`src/hw/lexicon_pkg.sv`:
```
`default_nettype none

package lexicon_pkg;

    // ======================================================================
    // Widths
    // ======================================================================

    // One character of vocabulary or query text.
    localparam int char_w = 8;

    // Word ordinal as reported in the status register.
    localparam int idx_w = 16;

    // ======================================================================
    // Register map
    // ======================================================================

    // Launch bit in REG_CTRL.
    localparam int ctrl_start_bit = 0;

    typedef enum logic [1:0] {
        REG_CTRL       = 2'd0,
        REG_START_ADDR = 2'd1,
        REG_END_ADDR   = 2'd2,
        REG_STATUS     = 2'd3
    } reg_addr_e;

    // Status word, busy in the top bit.
    typedef struct packed {
        logic             busy;
        logic             hit;
        logic [idx_w-1:0] word_index;
    } status_t;

endpackage

`default_nettype wire

```
`src/hw/lexicon_if.sv`:
```
`timescale 1ns/1ps
`default_nettype none

interface lexicon_if #(
    parameter int vocab_addr_w = 8
) ();
    import lexicon_pkg::*;

    // Launch and region bounds.
    logic                    start;
    logic [vocab_addr_w-1:0] start_addr;
    logic [vocab_addr_w-1:0] end_addr;

    // Search progress and result.
    logic                    busy;
    logic                    done;
    logic                    hit;
    logic [idx_w-1:0]        word_index;

    modport regs (
        output start, start_addr, end_addr,
        input  busy, done, hit, word_index
    );

    modport matcher (
        input  start, start_addr, end_addr,
        output busy, done, hit, word_index
    );

endinterface

`default_nettype wire

```
`src/hw/char_ram.sv`:
```
`timescale 1ns/1ps
`default_nettype none

module char_ram #(
    parameter int addr_w = 8
) (
    input  logic                             clk,
    input  logic                             we,
    input  logic [addr_w-1:0]                waddr,
    input  logic [lexicon_pkg::char_w-1:0]   wdata,
    input  logic [addr_w-1:0]                raddr,
    output logic [lexicon_pkg::char_w-1:0]   rdata
);
    import lexicon_pkg::*;

    localparam int depth = 2 ** addr_w;

    logic [char_w-1:0] mem [depth];

    // Host side.
    always_ff @(posedge clk) begin
        if (we) begin
            mem[waddr] <= wdata;
        end
    end

    // Registered read with data one cycle after the address.
    always_ff @(posedge clk) begin
        rdata <= mem[raddr];
    end

endmodule

`default_nettype wire

```
`src/hw/lexicon_regs.sv`:
```
`timescale 1ns/1ps
`default_nettype none

module lexicon_regs #(
    parameter int vocab_addr_w = 8
) (
    input  logic                  clk,
    input  logic                  rst_n,
    input  logic                  reg_we,
    input  lexicon_pkg::reg_addr_e reg_addr,
    input  logic [15:0]           reg_wdata,
    output logic [31:0]           reg_rdata,
    lexicon_if.regs               ctl
);
    import lexicon_pkg::*;

    logic    launch_q;
    logic    ctrl_write;
    logic    pending;
    status_t status;

    // ======================================================================
    // Launch path
    // ======================================================================

    assign ctrl_write = reg_we && (reg_addr == REG_CTRL) && reg_wdata[ctrl_start_bit];

    // A search is in flight from the write until done.
    assign pending = launch_q | ctl.start | ctl.busy;

    always_ff @(posedge clk or negedge rst_n) begin
        if (!rst_n) begin
            launch_q  <= 1'b0;
            ctl.start <= 1'b0;
        end else begin
            launch_q  <= ctrl_write && !pending;
            ctl.start <= launch_q;
        end
    end

    // Region bounds.
    always_ff @(posedge clk or negedge rst_n) begin
        if (!rst_n) begin
            ctl.start_addr <= '0;
            ctl.end_addr   <= '0;
        end else if (reg_we) begin
            if (reg_addr == REG_START_ADDR) begin
                ctl.start_addr <= reg_wdata[vocab_addr_w-1:0];
            end
            if (reg_addr == REG_END_ADDR) begin
                ctl.end_addr <= reg_wdata[vocab_addr_w-1:0];
            end
        end
    end

    // ======================================================================
    // Status readback
    // ======================================================================

    // The matcher holds its result from done until the next start.
    always_comb begin
        status.busy       = pending;
        status.hit        = ctl.hit;
        status.word_index = ctl.word_index;
    end

    always_comb begin
        unique case (reg_addr)
            REG_START_ADDR: reg_rdata = 32'(ctl.start_addr);
            REG_END_ADDR:   reg_rdata = 32'(ctl.end_addr);
            REG_STATUS:     reg_rdata = 32'(status);
            default:        reg_rdata = '0;
        endcase
    end

endmodule

`default_nettype wire

```
`src/hw/lexicon_top.sv`:
```
`timescale 1ns/1ps
`default_nettype none

module lexicon_top #(
    parameter int vocab_addr_w = 8,
    parameter int query_addr_w = 4
) (
    input  logic                           clk,
    input  logic                           rst_n,
    // Host memory load.
    input  logic                           mem_we,
    input  logic                           mem_sel,
    input  logic [vocab_addr_w-1:0]        mem_addr,
    input  logic [lexicon_pkg::char_w-1:0] mem_wdata,
    // Register access.
    input  logic                           reg_we,
    input  lexicon_pkg::reg_addr_e         reg_addr,
    input  logic [15:0]                    reg_wdata,
    output logic [31:0]                    reg_rdata,
    output logic                           done
);
    import lexicon_pkg::*;

    logic                    vocab_we;
    logic                    query_we;
    logic [vocab_addr_w-1:0] vocab_raddr;
    logic [query_addr_w-1:0] query_raddr;
    logic [char_w-1:0]       vocab_rdata;
    logic [char_w-1:0]       query_rdata;

    lexicon_if #(.vocab_addr_w(vocab_addr_w)) ctl_if ();

    // mem_sel picks the query memory when high.
    assign vocab_we = mem_we && !mem_sel;
    assign query_we = mem_we && mem_sel;

    assign done = ctl_if.done;

    char_ram #(.addr_w(vocab_addr_w)) vocab_ram_i (
        .clk   (clk),
        .we    (vocab_we),
        .waddr (mem_addr),
        .wdata (mem_wdata),
        .raddr (vocab_raddr),
        .rdata (vocab_rdata)
    );

    char_ram #(.addr_w(query_addr_w)) query_ram_i (
        .clk   (clk),
        .we    (query_we),
        .waddr (mem_addr[query_addr_w-1:0]),
        .wdata (mem_wdata),
        .raddr (query_raddr),
        .rdata (query_rdata)
    );

    lexicon_regs #(.vocab_addr_w(vocab_addr_w)) lexicon_regs_i (
        .clk       (clk),
        .rst_n     (rst_n),
        .reg_we    (reg_we),
        .reg_addr  (reg_addr),
        .reg_wdata (reg_wdata),
        .reg_rdata (reg_rdata),
        .ctl       (ctl_if.regs)
    );

    word_matcher #(
        .vocab_addr_w (vocab_addr_w),
        .query_addr_w (query_addr_w)
    ) word_matcher_i (
        .clk         (clk),
        .rst_n       (rst_n),
        .ctl         (ctl_if.matcher),
        .vocab_raddr (vocab_raddr),
        .vocab_rdata (vocab_rdata),
        .query_raddr (query_raddr),
        .query_rdata (query_rdata)
    );

endmodule

`default_nettype wire

```
`src/hw/word_matcher.sv`:
```
`timescale 1ns/1ps
`default_nettype none

module word_matcher #(
    parameter int vocab_addr_w = 8,
    parameter int query_addr_w = 4
) (
    input  logic                           clk,
    input  logic                           rst_n,
    lexicon_if.matcher                     ctl,
    output logic [vocab_addr_w-1:0]        vocab_raddr,
    input  logic [lexicon_pkg::char_w-1:0] vocab_rdata,
    output logic [query_addr_w-1:0]        query_raddr,
    input  logic [lexicon_pkg::char_w-1:0] query_rdata
);
    import lexicon_pkg::*;

    typedef enum logic [2:0] {
        ST_IDLE,
        ST_FETCH,
        ST_COMPARE,
        ST_SKIP,
        ST_FINISH
    } state_e;

    state_e                  state;
    logic [vocab_addr_w-1:0] vptr;
    logic [vocab_addr_w-1:0] vptr_nxt;
    logic [query_addr_w-1:0] qptr;
    logic [idx_w-1:0]        word_cnt;
    logic                    fetch_wait;
    logic                    v_zero;
    logic                    q_zero;
    logic                    chars_equal;
    logic                    at_last;

    assign vocab_raddr = vptr;
    assign query_raddr = qptr;

    assign v_zero      = (vocab_rdata == '0);
    assign q_zero      = (query_rdata == '0);
    assign chars_equal = (vocab_rdata == query_rdata);
    assign vptr_nxt    = vptr + 1'b1;

    // Next vocabulary address falls off the region.
    assign at_last     = (vptr_nxt == ctl.end_addr);

    // ======================================================================
    // Search FSM
    // ======================================================================

    always_ff @(posedge clk or negedge rst_n) begin
        if (!rst_n) begin
            state          <= ST_IDLE;
            vptr           <= '0;
            qptr           <= '0;
            word_cnt       <= '0;
            fetch_wait     <= 1'b0;
            ctl.busy       <= 1'b0;
            ctl.done       <= 1'b0;
            ctl.hit        <= 1'b0;
            ctl.word_index <= '0;
        end else begin
            ctl.done <= 1'b0;
            case (state)
                ST_IDLE: begin
                    if (ctl.start) begin
                        vptr           <= ctl.start_addr;
                        qptr           <= '0;
                        word_cnt       <= '0;
                        ctl.busy       <= 1'b1;
                        ctl.hit        <= 1'b0;
                        ctl.word_index <= '0;
                        // Empty region is an immediate miss.
                        if (ctl.start_addr == ctl.end_addr) begin
                            state <= ST_FINISH;
                        end else begin
                            state <= ST_FETCH;
                        end
                    end
                end

                // Read latency of both memories.
                ST_FETCH: begin
                    state <= ST_COMPARE;
                end

                ST_COMPARE: begin
                    if (v_zero && q_zero) begin
                        ctl.hit        <= 1'b1;
                        ctl.word_index <= word_cnt;
                        state          <= ST_FINISH;
                    end else if (chars_equal) begin
                        vptr  <= vptr_nxt;
                        qptr  <= qptr + 1'b1;
                        state <= at_last ? ST_FINISH : ST_FETCH;
                    end else if (v_zero) begin
                        // Word shorter than the query, already at its end.
                        vptr     <= vptr_nxt;
                        qptr     <= '0;
                        word_cnt <= word_cnt + 1'b1;
                        state    <= at_last ? ST_FINISH : ST_FETCH;
                    end else begin
                        vptr       <= vptr_nxt;
                        qptr       <= '0;
                        fetch_wait <= 1'b1;
                        state      <= at_last ? ST_FINISH : ST_SKIP;
                    end
                end

                // Walk to the terminator of the mismatched word.
                ST_SKIP: begin
                    if (fetch_wait) begin
                        fetch_wait <= 1'b0;
                    end else begin
                        vptr <= vptr_nxt;
                        if (v_zero) begin
                            word_cnt <= word_cnt + 1'b1;
                            state    <= at_last ? ST_FINISH : ST_FETCH;
                        end else begin
                            fetch_wait <= 1'b1;
                            if (at_last) begin
                                state <= ST_FINISH;
                            end
                        end
                    end
                end

                ST_FINISH: begin
                    ctl.done <= 1'b1;
                    ctl.busy <= 1'b0;
                    state    <= ST_IDLE;
                end

                default: begin
                    state <= ST_IDLE;
                end
            endcase
        end
    end

    // ======================================================================
    // Checks
    // ======================================================================

    a_done_pulse: assert property (@(posedge clk) disable iff (!rst_n)
        ctl.done |=> !ctl.done);

    // Register block holds launches back while a search runs.
    a_start_idle: assert property (@(posedge clk) disable iff (!rst_n)
        ctl.start |-> !ctl.busy);

    a_vptr_bound: assert property (@(posedge clk) disable iff (!rst_n)
        (state inside {ST_FETCH, ST_COMPARE, ST_SKIP}) |-> (vptr != ctl.end_addr));

endmodule

`default_nettype wire
```
`config.mk`:
```
export PLATFORM = sky130hd
export DESIGN_NAME = lexicon_top
export DESIGN_NICKNAME = d
export VERILOG_FILES = /design/src/hw/lexicon_pkg.sv /design/src/hw/lexicon_if.sv /design/src/hw/char_ram.sv /design/src/hw/lexicon_regs.sv /design/src/hw/lexicon_top.sv /design/src/hw/word_matcher.sv
export SDC_FILE = /design/constraint.sdc
export NUM_CORES = 2
export LEC_CHECK = 0
export BUFFER_PORTS_ARGS = -buffer_cell sky130_fd_sc_hd__buf_2
export CORE_MARGIN = 3
export CORE_UTILIZATION = 60
export CTS_CLUSTER_SIZE = 8
export DETAILED_ROUTE_END_ITERATION = 16
export HOLD_SLACK_MARGIN = 0.08
export PLACE_DENSITY_LB_ADDON = 0.08
export SETUP_SLACK_MARGIN = 0.3
export SYNTH_ARGS = -nofsm -noshare
export SYNTH_HDL_FRONTEND = slang
export SYNTH_HIERARCHICAL = 1
export SYNTH_SLANG_ARGS = --single-unit
```
`constraint.sdc`:
```
create_clock -name clk -period 4.84 [get_ports clk]
set_clock_uncertainty 0.15 [all_clocks]
set_input_delay 0 -clock clk [delete_from_list [all_inputs] [get_ports clk]]
set_output_delay 0 -clock clk [all_outputs]
set_load 0.1 [all_outputs]
```
==> flow_summary.ini <==
[route]
avgViaCountPerCell = 6.74
wl_um = 212000
remaining_drc_errors = 0
num_vias = 44600
drt-pass1-iter-count = 6
drtIter0Drc = 4835
wl_per_cell_um = 32.0
ant_nets = 0

[timing]
fmax_mhz = 260
setup-tns-final_ns = 0
min_period_ns = 3.85
maxSlewHeadroom_pct = -9.47
worstMarginPinSlew_ns = 1.64
whs_ns = 0.0742
drv_slew = 84
setup_viol = 0
finalCritPeriodShare_pct = 79.6
rsz0062_at_grt = no
worst_slack_ns = 0.988
hold_viol = 0

[setup_path]
startpoint_type = register
criticalPathCategory = register to register
arrival_ns = 4.47
cp-end-kind = register
critPathMaxFanout = 48
required_ns = 5.46

[worst_hold_path]
hold_path_class = input port to register

[pwr]
pwr-share-comb_pct = 24.2
p_per_area_nw_per_um2 = 553
clockPowerShare_pct = 35.6
total_power_mw = 55.4
p_leak_nw = 31.9
max-vdd-ir-drop_uv = 477
swShare_pct = 28.4
p_int_mw = 39.7
seq_power_share_pct = 40.1
switchingPower_mw = 15.8

[cts]
cts_buffers = 332
htreeDepth = 5
clock-sinks = 2261
clkTransAtPathRegs_ns = 0.05
cts_max_path_buffers = 4
cts_tree = yes
worstSkewPairLatency_ns = 0.90
cts_root_buf = clkbuf_16
post-cts-setup-buffer-count = 0

[layout]
syn_to_final_growth_pct = 13.0
fin_cells = 6626
stdcell_area_um2 = 100000
final_util_pct = 68.5
fin_nets = 4680
regArea_um2 = 67400
drive_gt1_share_pct = 22.5
multi_input_area_um2 = 19600
nFillCells = 9100

[yosys]
ys_seq_elements = 2261
async_reset_ff_share_pct = 3.05
syn_area_um2 = 88600
syn_inst = 4344
ys_types = 83
yosys_warnings = 6
synth_top_area_share_pct = 73.7
ys.flop_type = edfxtp_1
synth_most_common_cell = edfxtp_1
yosys-top-cells-count = 2,176 x edfxtp_1, 472 x mux4_2, 320 x nor2_1, 150 x a22oi_1, 137 x mux2i_1
yosysSeqAreaShare_pct = 76.0
synth_edf_count = 2176
synth.area.top_cells = edfxtp_1 74%, mux4_2 12%, dfrtp_1 1.9%
yosys.area.top_type = edfxtp_1
syn_avg_cell_area_um2 = 20.4

[job]
cap_violations = 0

[die]
rows = 140
io_pins = 72
initial_core_util_pct = 60.6
die_h_um = 390
dieArea_um2 = 152000
core_um2 = 146000
die-width_um = 390

[global_routing]
grt_use_total_pct = 28.4
grt_pass1_vias = 45200
met1_usage_pct = 41.0
grt.met3_usage_pct = 6.62
use_met2_pct = 44.0
top_usage_layer = met2
antenna_found_initial = 5
grt_pass1_wl_um = 311000
grt-ovfl-total = 0
grt_start_max_net_pins = 204

[placed_design]
pre_cts_slack_ns = 0.909
placed_cell_area_um2 = 90900
place_hpwl_um = 124000
gp_congestion = 0.839
dp.cells = 6170
port_buffers = 49

[outcome]
outcome = complete, but fails checks
violations = slew limit
==> final timing paths <==
kind	from	endpoint	slack, ns	depth (start not counted)
max	word_matcher_i/vocab_raddr[0]	vocab_ram_i/rdata[1]	0.99	8
min	mem_wdata[3]	vocab_ram_i/mem[221][3]	0.07	2
max reg2reg	word_matcher_i/vocab_raddr[0]	vocab_ram_i/rdata[1]	0.99	8
min reg2reg	lexicon_regs_i/launch_q	lexicon_regs_i/ctl.start	0.27	0
min in group asynchronous	rst_n	word_matcher_i/ctl.busy	0.26	4
max in group asynchronous	rst_n	word_matcher_i/vocab_raddr[1]	3.61	4
==> critical path, cell delays in order, from the launching register on <==
cell and delay, ns:
dfrtp_4 0.77, buf_12 0.41, buf_4 0.38, mux4_2 0.57, o211ai_1 0.21, a21oi_1 0.23
nor4_1 0.57, buf_4 0.27, nor4_1 0.06
==> state kept, by name, summed over array words and instances (netlist names), 3 cells and up <==
signal	count
word_matcher_i/query_raddr	4
word_matcher_i/vocab_raddr	8
lexicon_regs_i/ctl.end_addr	8
lexicon_regs_i/ctl.start_addr	8
query_ram_i/mem	128
word_matcher_i/state	3
vocab_ram_i/mem	2048
word_matcher_i/word_cnt	16
word_matcher_i/ctl.word_index	16
vocab_ram_i/rdata	8
query_ram_i/rdata	8
==> layer usage <==
metal  vias up  share of wire, %
met5         -            0.0061
met4         2               2.9
met3       328               9.6
met2      2203                48
met1     23600                39
li1      18500                 -
==> cell type report <==
class | count | share of cell area, %
Antenna cell | 3 | 0.00749
Clock buffer | 394 | 8.63
Clock inverter | 8 | 0.0662
Inverter | 7 | 0.0262
Multi-Input combinational cell | 1812 | 19.6
Sequential cell | 2261 | 67.3
Tap cell | 1917 | 2.39
Timing Repair Buffer | 224 | 2.04
==> power by group through the flow <==
| stage | Combinational, mW | Clock (mW) | Sequential [mW] |
|---|---|---|---|
| 4_1_cts | 13.5 | 20.1 | 22.2 |
| 6_report | 13.4 | 19.8 | 22.2 |
| 3_3_place_gp | 13.3 | 0 | 22.6 |
| 2_1_floorplan | 9.41 | 0 | 22.2 |
| 3_5_place_dp | 13.4 | 0 | 22.6 |
| 5_1_grt | 14.1 | 21.0 | 22.2 |
==> what timing repair did <==
item / in CTS / in global routing
gates resized for setup: 0 / 0
hold buffers: 51 / 0
endpoints found under the setup margin: 0 / 0
hold endpoints to repair: 2744 / 0
==> cell families after synthesis <==
kind of cell               after synthesis  share of synthesized area, %
adders and majority gates                3                        0.0423
muxes                                  650                          14.3
xor gates and xnor gates                36                         0.356
AOI/OAI and AO/OA                      487                          3.92
other                                    1                       0.00423
buffers and inverters                  284                          2.01
and+or+nand+nor                        622                          3.31
DFF                                   2261                          76.0
==> layout by cell type (no fill, tap or decap), types with 33 or more instances in the layout <==
| cell type | instances |
|---|---|
| a22o_1 | 33 |
| a22oi_1 | 150 |
| buf_4 | 103 |
| nand3_1 | 41 |
| a21oi_1 | 111 |
| buf_2 | 41 |
| dlygate4sd3_1 | 50 |
| mux4_2 | 472 |
| nand2_1 | 71 |
| dfrtp_1 | 61 |
| clkbuf_1 | 57 |
| mux2i_1 | 137 |
| o221ai_1 | 46 |
| clkbuf_16 | 337 |
| nor2_1 | 317 |
| edfxtp_1 | 2176 |
(Power assumes the default switching activity.)
